[config.mk]
export PLATFORM = sky130hd
export DESIGN_NAME = radio_core
export DESIGN_NICKNAME = d
export VERILOG_FILES = /design/src/design/radio_pkg.sv /design/src/design/radio_core.sv /design/src/design/radio_ctrl_proc.sv /design/src/design/radio_settings.sv /design/src/design/radio_timekeeper.sv
export SDC_FILE = /design/constraint.sdc
export NUM_CORES = 1
export LEC_CHECK = 0
export BUFFER_PORTS_ARGS = -buffer_cell sky130_fd_sc_hd__clkbuf_2
export CORE_ASPECT_RATIO = 0.75
export CORE_MARGIN = 4
export CORE_UTILIZATION = 53
export DETAILED_ROUTE_END_ITERATION = 10
export PLACE_DENSITY = 0.83
export SLEW_MARGIN = 20
export SYNTH_ARGS = -nofsm -noshare
export SYNTH_HDL_FRONTEND = slang
export SYNTH_SLANG_ARGS = --single-unit
[constraint.sdc]
create_clock -name radio_clk -period 5.8 [get_ports radio_clk]
set_input_delay 0.58 -clock radio_clk [delete_from_list [all_inputs] [get_ports radio_clk]]
set_output_delay 0.58 -clock radio_clk [all_outputs]
set_load 0.03 [all_outputs]
[src/design/radio_pkg.sv]
// Radio control package with the settings map, stream beat and command packet layouts
package radio_pkg;

   //////////////////////////////
   // Widths
   //////////////////////////////
   localparam int DATA_W     = 64;  // Stream beat
   localparam int SEQ_W      = 12;  // Packet sequence number
   localparam int MISC_W_DEF = 8;   // Default misc output width

   //////////////////////////////
   // Settings bus addresses
   //////////////////////////////
   localparam logic [7:0] SR_DACSYNC   = 8'd5;    // Any write pulses DAC sync
   localparam logic [7:0] SR_TEST      = 8'd7;    // Test word for readback
   localparam logic [7:0] SR_MISC_OUTS = 8'd24;
   localparam logic [7:0] SR_READBACK  = 8'd32;   // Readback mux select
   localparam logic [7:0] SR_TIME_HI   = 8'd128;  // Held until the low word arrives
   localparam logic [7:0] SR_TIME_LO   = 8'd129;  // Loads the whole 64-bit time

   // One beat of the control or response stream
   typedef struct packed {
      logic              last;
      logic [DATA_W-1:0] data;
   } axis_beat_t;

   // First beat of a command packet
   typedef struct packed {
      logic [3:0]       pad_hi;
      logic [SEQ_W-1:0] seqnum;
      logic [47:0]      pad_lo;
   } ctrl_hdr_t;

   // Second beat with the settings write
   typedef struct packed {
      logic [23:0] pad;
      logic [7:0]  addr;
      logic [31:0] data;
   } ctrl_cmd_t;

   // Settings bus where the strobe qualifies addr and data
   typedef struct packed {
      logic        stb;
      logic [7:0]  addr;
      logic [31:0] data;
   } set_bus_t;

   // Readback select where codes 5 to 7 read zero
   typedef enum logic [2:0] {
      RB_NONE     = 3'd0,
      RB_TIME     = 3'd1,
      RB_TIME_PPS = 3'd2,
      RB_RX_TEST  = 3'd3,
      RB_MISC     = 3'd4
   } rb_sel_e;

   // Command processor FSM
   typedef enum logic [2:0] {
      ST_HDR,        // Wait for header beat
      ST_CMD,        // Wait for command beat
      ST_DRAIN,      // Toss extra beats up to last
      ST_STROBE,     // Settings strobe
      ST_LATCH,      // Grab readback
      ST_RESP_HDR,   // Response beat 0
      ST_RESP_DATA   // Response beat 1
   } ctrl_state_e;

endpackage

[src/design/radio_core.sv]
// Radio control top level joining the command processor, timekeeper and setting registers
`timescale 1ns/1ps

module radio_core
   import radio_pkg::*;
#(
   parameter int MISC_WIDTH = MISC_W_DEF
)
(
   input  logic                  radio_clk,
   input  logic                  i_rst,
   // Control in
   input  axis_beat_t            i_ctrl,
   input  logic                  i_ctrl_valid,
   output logic                  o_ctrl_ready,
   // Response out
   output axis_beat_t            o_resp,
   output logic                  o_resp_valid,
   input  logic                  i_resp_ready,
   // Radio side
   input  logic [31:0]           i_rx,
   input  logic                  i_pps,
   output logic [MISC_WIDTH-1:0] o_misc_outs,
   output logic                  o_sync_dacs
);

   set_bus_t    set_bus;            // Shared settings bus
   logic [63:0] vita_time;
   logic [63:0] vita_time_lastpps;  // Time at last PPS edge
   logic [63:0] readback;

   //////////////////////////////
   // Command processor
   //////////////////////////////
   radio_ctrl_proc u_radio_ctrl_proc (
      .radio_clk    (radio_clk),
      .i_rst        (i_rst),
      .i_ctrl       (i_ctrl),
      .i_ctrl_valid (i_ctrl_valid),
      .o_ctrl_ready (o_ctrl_ready),
      .o_resp       (o_resp),
      .o_resp_valid (o_resp_valid),
      .i_resp_ready (i_resp_ready),
      .i_readback   (readback),
      .o_set        (set_bus)
   );

   radio_timekeeper u_radio_timekeeper (
      .radio_clk           (radio_clk),
      .i_rst               (i_rst),
      .i_set               (set_bus),
      .i_pps               (i_pps),
      .o_vita_time         (vita_time),
      .o_vita_time_lastpps (vita_time_lastpps)
   );

   // Settings and readback
   radio_settings #(
      .MISC_WIDTH (MISC_WIDTH)
   ) u_radio_settings (
      .radio_clk           (radio_clk),
      .i_rst               (i_rst),
      .i_set               (set_bus),
      .i_vita_time         (vita_time),
      .i_vita_time_lastpps (vita_time_lastpps),
      .i_rx                (i_rx),
      .o_readback          (readback),
      .o_misc_outs         (o_misc_outs),
      .o_sync_dacs         (o_sync_dacs)
   );

endmodule

[src/design/radio_ctrl_proc.sv]
// Control packet processor that turns commands into settings strobes and readback responses
`timescale 1ns/1ps

module radio_ctrl_proc
   import radio_pkg::*;
(
   input  logic        radio_clk,
   input  logic        i_rst,
   input  axis_beat_t  i_ctrl,
   input  logic        i_ctrl_valid,
   output logic        o_ctrl_ready,
   output axis_beat_t  o_resp,
   output logic        o_resp_valid,
   input  logic        i_resp_ready,
   input  logic [63:0] i_readback,
   output set_bus_t    o_set
);

   ctrl_state_e      state;
   ctrl_hdr_t        hdr;       // Header view of the input beat
   ctrl_cmd_t        cmd;       // Command view of the input beat
   logic             ctrl_xfer;
   logic             resp_xfer;
   logic [SEQ_W-1:0] seqnum_q;  // Echoed in response
   logic [7:0]       addr_q;
   logic [31:0]      data_q;
   logic [63:0]      rb_q;      // Latched readback word

   assign hdr       = ctrl_hdr_t'(i_ctrl.data);
   assign cmd       = ctrl_cmd_t'(i_ctrl.data);
   assign ctrl_xfer = i_ctrl_valid & o_ctrl_ready;
   assign resp_xfer = o_resp_valid & i_resp_ready;

   //////////////////////////////
   // FSM
   //////////////////////////////
   always_ff @(posedge radio_clk) begin
      if (i_rst) begin
         state <= ST_HDR;
      end else begin
         case (state)
            ST_HDR: begin
               // Header with last set is a lone beat and is dropped
               if (ctrl_xfer && !i_ctrl.last) begin
                  state <= ST_CMD;
               end
            end
            ST_CMD: begin
               if (ctrl_xfer) begin
                  state <= i_ctrl.last ? ST_STROBE : ST_DRAIN;  // Long packet drains the rest
               end
            end
            ST_DRAIN: begin
               if (ctrl_xfer && i_ctrl.last) begin
                  state <= ST_STROBE;
               end
            end
            ST_STROBE:   state <= ST_LATCH;     // Setting lands on this edge
            ST_LATCH:    state <= ST_RESP_HDR;  // Readback now reflects the write
            ST_RESP_HDR: begin
               if (resp_xfer) begin
                  state <= ST_RESP_DATA;
               end
            end
            ST_RESP_DATA: begin
               if (resp_xfer) begin
                  state <= ST_HDR;
               end
            end
            default: state <= ST_HDR;
         endcase
      end
   end

   // Packet fields and readback
   always_ff @(posedge radio_clk) begin
      if (state == ST_HDR && ctrl_xfer) begin
         seqnum_q <= hdr.seqnum;
      end
      if (state == ST_CMD && ctrl_xfer) begin
         addr_q <= cmd.addr;
         data_q <= cmd.data;
      end
      if (state == ST_LATCH) begin
         rb_q <= i_readback;
      end
   end

   //////////////////////////////
   // Outputs
   //////////////////////////////
   // Input closed from the settings strobe until the response is gone
   assign o_ctrl_ready = (state == ST_HDR) || (state == ST_CMD) || (state == ST_DRAIN);

   assign o_set.stb  = (state == ST_STROBE);  // Single cycle
   assign o_set.addr = addr_q;
   assign o_set.data = data_q;

   assign o_resp_valid = (state == ST_RESP_HDR) || (state == ST_RESP_DATA);
   assign o_resp.last  = (state == ST_RESP_DATA);
   // Seqnum at 59:48 and addr at 39:32
   assign o_resp.data  = (state == ST_RESP_DATA) ? rb_q
                                                 : {4'd0, seqnum_q, 8'd0, addr_q, 32'd0};

endmodule

[src/design/radio_settings.sv]
// Radio setting registers with DAC sync pulse, misc outputs and the readback mux
`timescale 1ns/1ps

module radio_settings
   import radio_pkg::*;
#(
   parameter int MISC_WIDTH = MISC_W_DEF
)
(
   input  logic                  radio_clk,
   input  logic                  i_rst,
   input  set_bus_t              i_set,
   input  logic [63:0]           i_vita_time,
   input  logic [63:0]           i_vita_time_lastpps,
   input  logic [31:0]           i_rx,
   output logic [63:0]           o_readback,
   output logic [MISC_WIDTH-1:0] o_misc_outs,
   output logic                  o_sync_dacs
);

   logic [31:0] test_q;   // Test word
   rb_sel_e     rb_sel_q;
   logic        wr_dacsync;
   logic        wr_test;
   logic        wr_misc;
   logic        wr_rb;

   // Address decode
   assign wr_dacsync = i_set.stb && (i_set.addr == SR_DACSYNC);
   assign wr_test    = i_set.stb && (i_set.addr == SR_TEST);
   assign wr_misc    = i_set.stb && (i_set.addr == SR_MISC_OUTS);
   assign wr_rb      = i_set.stb && (i_set.addr == SR_READBACK);

   //////////////////////////////
   // Registers
   //////////////////////////////
   always_ff @(posedge radio_clk) begin
      if (i_rst) begin
         test_q      <= '0;
         o_misc_outs <= '0;
         rb_sel_q    <= RB_NONE;
         o_sync_dacs <= 1'b0;
      end else begin
         o_sync_dacs <= wr_dacsync;  // One cycle per write, data ignored
         if (wr_test) begin
            test_q <= i_set.data;
         end
         if (wr_misc) begin
            o_misc_outs <= i_set.data[MISC_WIDTH-1:0];
         end
         if (wr_rb) begin
            rb_sel_q <= rb_sel_e'(i_set.data[2:0]);  // Undefined codes kept, read zero
         end
      end
   end

   //////////////////////////////
   // Readback mux
   //////////////////////////////
   always_comb begin
      case (rb_sel_q)
         RB_TIME:     o_readback = i_vita_time;
         RB_TIME_PPS: o_readback = i_vita_time_lastpps;
         RB_RX_TEST:  o_readback = {i_rx, test_q};
         RB_MISC:     o_readback = 64'(o_misc_outs);  // Zero extended
         default:     o_readback = '0;                // RB_NONE and 5..7
      endcase
   end

endmodule

[src/design/radio_timekeeper.sv]
// Timekeeper with a loadable 64-bit time counter and PPS edge capture
`timescale 1ns/1ps

module radio_timekeeper
   import radio_pkg::*;
(
   input  logic        radio_clk,
   input  logic        i_rst,
   input  set_bus_t    i_set,
   input  logic        i_pps,
   output logic [63:0] o_vita_time,
   output logic [63:0] o_vita_time_lastpps
);

   logic [31:0] time_hi_q;   // Pending upper word
   logic        pps_q;       // Last cycle's PPS
   logic        pps_rise;
   logic        load_hi;
   logic        load_lo;

   assign load_hi  = i_set.stb && (i_set.addr == SR_TIME_HI);
   assign load_lo  = i_set.stb && (i_set.addr == SR_TIME_LO);
   assign pps_rise = i_pps & ~pps_q;  // Low to high

   //////////////////////////////
   // Time counter
   //////////////////////////////
   always_ff @(posedge radio_clk) begin
      if (i_rst) begin
         time_hi_q   <= '0;
         o_vita_time <= '0;
      end else begin
         if (load_hi) begin
            time_hi_q <= i_set.data;  // Waits for the low word
         end
         if (load_lo) begin
            o_vita_time <= {time_hi_q, i_set.data};
         end else begin
            o_vita_time <= o_vita_time + 64'd1;
         end
      end
   end

   // PPS capture
   always_ff @(posedge radio_clk) begin
      if (i_rst) begin
         pps_q               <= 1'b0;
         o_vita_time_lastpps <= '0;
      end else begin
         pps_q <= i_pps;
         if (pps_rise) begin
            o_vita_time_lastpps <= o_vita_time;
         end
      end
   end

endmodule

==> impl_metrics.py <==
metrics = {
    "sta": {
        "fin_hold_ws_ns": 0.236,
        "final_max_slew_viol_count": 0,
        "hold_viol_final": 0,
        "fmax_mhz": 271,
        "fin_crit_ns": 3.70,
        "tns_ns": 0,
        "finalSetupViolations": 0,
        "slew_headroom": 0.249,
        "rsz0062_at_grt": "no",
        "period_share": 0.637,
        "tightest_slew_ns": 1.13,
        "finClkSkew_ns": 0.0349,
    },
    "min_path": {
        "worstHoldEndpoint": "u_radio_ctrl_proc.seqnum_q[9]",
        "min-delay-path-class": "in2reg",
        "worstHoldStart": "i_ctrl[57]",
        "hold_depth": 1,
    },
    "global_route": {
        "grt_first_pass_wirelength_mm": 61.2,
        "track_usage": 0.255,
        "overflow": 0,
        "grt_antenna_before_repair": 1,
        "grt_pass1_vias": 11500,
        "grt_max_degree": 150,
    },
    "power": {
        "ir_drop_mv": 0.282,
        "power_density_mw_per_mm2": 295,
        "p_leak_nw": 6.25,
        "power.total_mw": 4.86,
    },
    "routing": {
        "dr.first_iter.drc_count": 1299,
        "avgViaCountPerCell": 5.92,
        "antenna_left": 0,
        "drc": 0,
        "finalWirelength_mm": 38.7,
        "wl_met3_mm": 4.05,
        "routedWlPerCell_um": 19.3,
        "highest_layer": "met5",
        "drt_first_pass_iters": 5,
        "drt-met1-wl_mm": 16.3,
        "vias": 11900,
        "met2_length_mm": 17.2,
    },
    "logic_synthesis": {
        "syn_inst": 1542,
        "synth_seq_cells": 324,
        "syn-num-nets": 1645,
        "yosysWarningCount": 0,
        "ys_seq_area_frac": 0.534,
        "synth_edf_count": 116,
        "post_synth_num_cell_types": 47,
        "synthFlopType": "dfxtp_1",
        "async_flop_share": 0,
        "synth_area_mm2": 0.0143,
        "synth_area_per_cell_um2": 9.29,
    },
    "critical_path": {
        "endpoint_kind": "output pin",
        "r2r-start": "u_radio_timekeeper.o_vita_time[0]",
        "r2r_cells": 7,
        "critical_path_class": "reg2out",
        "arrival_ns": 3.12,
        "required_ns": 5.22,
        "r2r_end": "u_radio_timekeeper.o_vita_time[44]",
        "r2r_slack_ns": 2.96,
        "crit_start": "u_radio_ctrl_proc.state[1]",
        "worstSetupStartpointType": "flip-flop",
        "path_max_fanout": 49,
    },
    "status": {
        "status": "completed",
    },
    "placed_design": {
        "postPlaceCellArea_mm2": 0.0153,
        "hpwl_mm": 24.6,
        "gp_congestion": 0.879,
        "port-buffer-count": 165,
    },
    "cts": {
        "ctsHoldBuffers": 0,
        "clockBufferDepth": 3,
        "clkSinkCount": 324,
        "cts_buffers": 34,
        "path_clk_slew_ns": 0.06,
        "htreeDepth": 2,
        "cts_root_buf": "clkbuf_16",
        "post_cts.repair.setup_buffers": 0,
        "worstSkewPairLatency_ns": 0.52,
        "cts.repair.resized": 0,
        "cts_tree": "built",
    },
    "floorplanning": {
        "die-area_mm2": 0.0297,
        "core_area_mm2": 0.0263,
        "ios": 178,
        "start_util": 0.545,
        "chipHeight_um": 150,
        "num_rows": 51,
        "die_w_um": 198,
    },
    "layout": {
        "layout.nets": 1743,
        "area_growth_pct": 15.2,
        "n_antenna_cell": 0,
        "fin_util": 0.627,
        "stdcell_area_mm2": 0.0165,
        "drive_gt1_frac": 0.203,
    },
    "flow_run": {
        "cap_violations": 0,
    },
}
==> synth_stat cells (all sizes together) (2+ instances only) <==
master	number	area share
xnor2	22	0.013
a21oi	155	0.054
or4	4	0.0026
mux2i	13	0.0091
buf	19	0.0052
a311oi	4	0.0024
nor2b	5	0.0022
dfxtp	208	0.29
nand4b	4	0.0024
and2	2	0.00087
a22oi	40	0.021
mux2	81	0.064
edfxtp	116	0.24
inv	5	0.0013
and4	12	0.0073
or3	7	0.0031
nor3b	2	0.0010
clkbuf	103	0.027
nand2b	8	0.0035
and3	54	0.024
a211oi	56	0.029
nor3	15	0.0052
nor2	174	0.046
nand3	25	0.0094
nand2	317	0.083
xor2	35	0.021
nand4	22	0.010
nor4	7	0.0050
o21ai	16	0.0056
==> logic make-up after synthesis <==
| family | Yosys count | synth area share |
|---|---|---|
| adders and majority gates | 1 | 0.000874 |
| AOI/OAI and AO/OA | 276 | 0.115 |
| and+or+nand+nor | 663 | 0.208 |
| buffers and inverters | 127 | 0.0338 |
| muxes | 94 | 0.0728 |
| xor gates and xnor gates | 57 | 0.0349 |
| DFF | 324 | 0.534 |
==> flip-flops by register name, indices dropped and copies added (netlist names) <==
signal                                  cells
u_radio_ctrl_proc.state                     3
u_radio_ctrl_proc.data_q                   32
u_radio_settings.rb_sel_q                   3
u_radio_ctrl_proc.addr_q                    8
u_radio_timekeeper.o_vita_time_lastpps     64
u_radio_timekeeper.pps_q                    1
u_radio_timekeeper.time_hi_q               32
u_radio_timekeeper.o_vita_time             64
u_radio_ctrl_proc.seqnum_q                 12
u_radio_settings.test_q                    32
u_radio_ctrl_proc.rb_q                     64
u_radio_settings.o_sync_dacs                1
u_radio_settings.o_misc_outs                8
==> worst max path at each step <==
stage / to / slack (ns) / cells past startpoint
2_1_floorplan: u_radio_ctrl_proc.rb_q[0] / 2.01 / 3
3_3_place_gp: o_resp[36] / 2.78 / 5
3_5_place_dp: o_resp[32] / 2.65 / 5
4_1_cts: o_resp[32] / 2.10 / 5
5_1_grt: o_resp[32] / 1.93 / 5
6_report: o_resp[32] / 2.10 / 5
==> metal layers <==
metal,vias up,GRT usage
met5,-,0
met4,2,0.0816
met3,97,0.0559
met2,610,0.395
met1,5619,0.359
li1,5573,-
==> metrics by stage <==
| step | setup slack [ns] | std cells |
|---|---|---|
| final | 2.10 | 2010 |
| after global routing | 1.93 | 2010 |
| after CTS | 2.10 | 2010 |
| after detailed placement | 2.65 | 1948 |
| after global placement | 2.78 | 1948 |
| after floorplan | 2.01 | 1542 |
==> worst max-delay path: stages (launching register included) <==
cell      delay, ns
dfxtp_1        0.51
nor2b_2        0.20
buf_4          0.37
and2_1         0.88
mux2_2         0.43
clkbuf_2       0.19
==> power breakdown <==
group          total [mW]  internal [mW]  switching [mW]  leakage [nW]
Combinational       0.186         0.0563           0.130          2.91
Sequential           2.42           2.39          0.0366          2.75
Clock                2.25           1.35           0.898         0.580
==> final cells by class <==
cell class / count / area (um2)
Tap cell: 344 / 430
Multi-Input combinational cell: 1091 / 6240
Fill cell: 2038 / 9800
Clock buffer: 50 / 1040
Inverter: 5 / 18.8
Timing Repair Buffer: 184 / 975
Sequential cell: 324 / 7650
Clock inverter: 12 / 131
==> placed cells by master, fill, tap and decap left out, types with 22 or more instances in the layout <==
cell type,n
and3_1,54
dfxtp_1,205
xor2_1,35
a21oi_1,155
clkbuf_16,37
edfxtp_1,116
nor2_1,173
a22oi_1,40
xnor2_1,22
a211oi_1,56
clkbuf_2,164
mux2_2,81
nand2_1,317
Power figures use the tool's default switching activity.
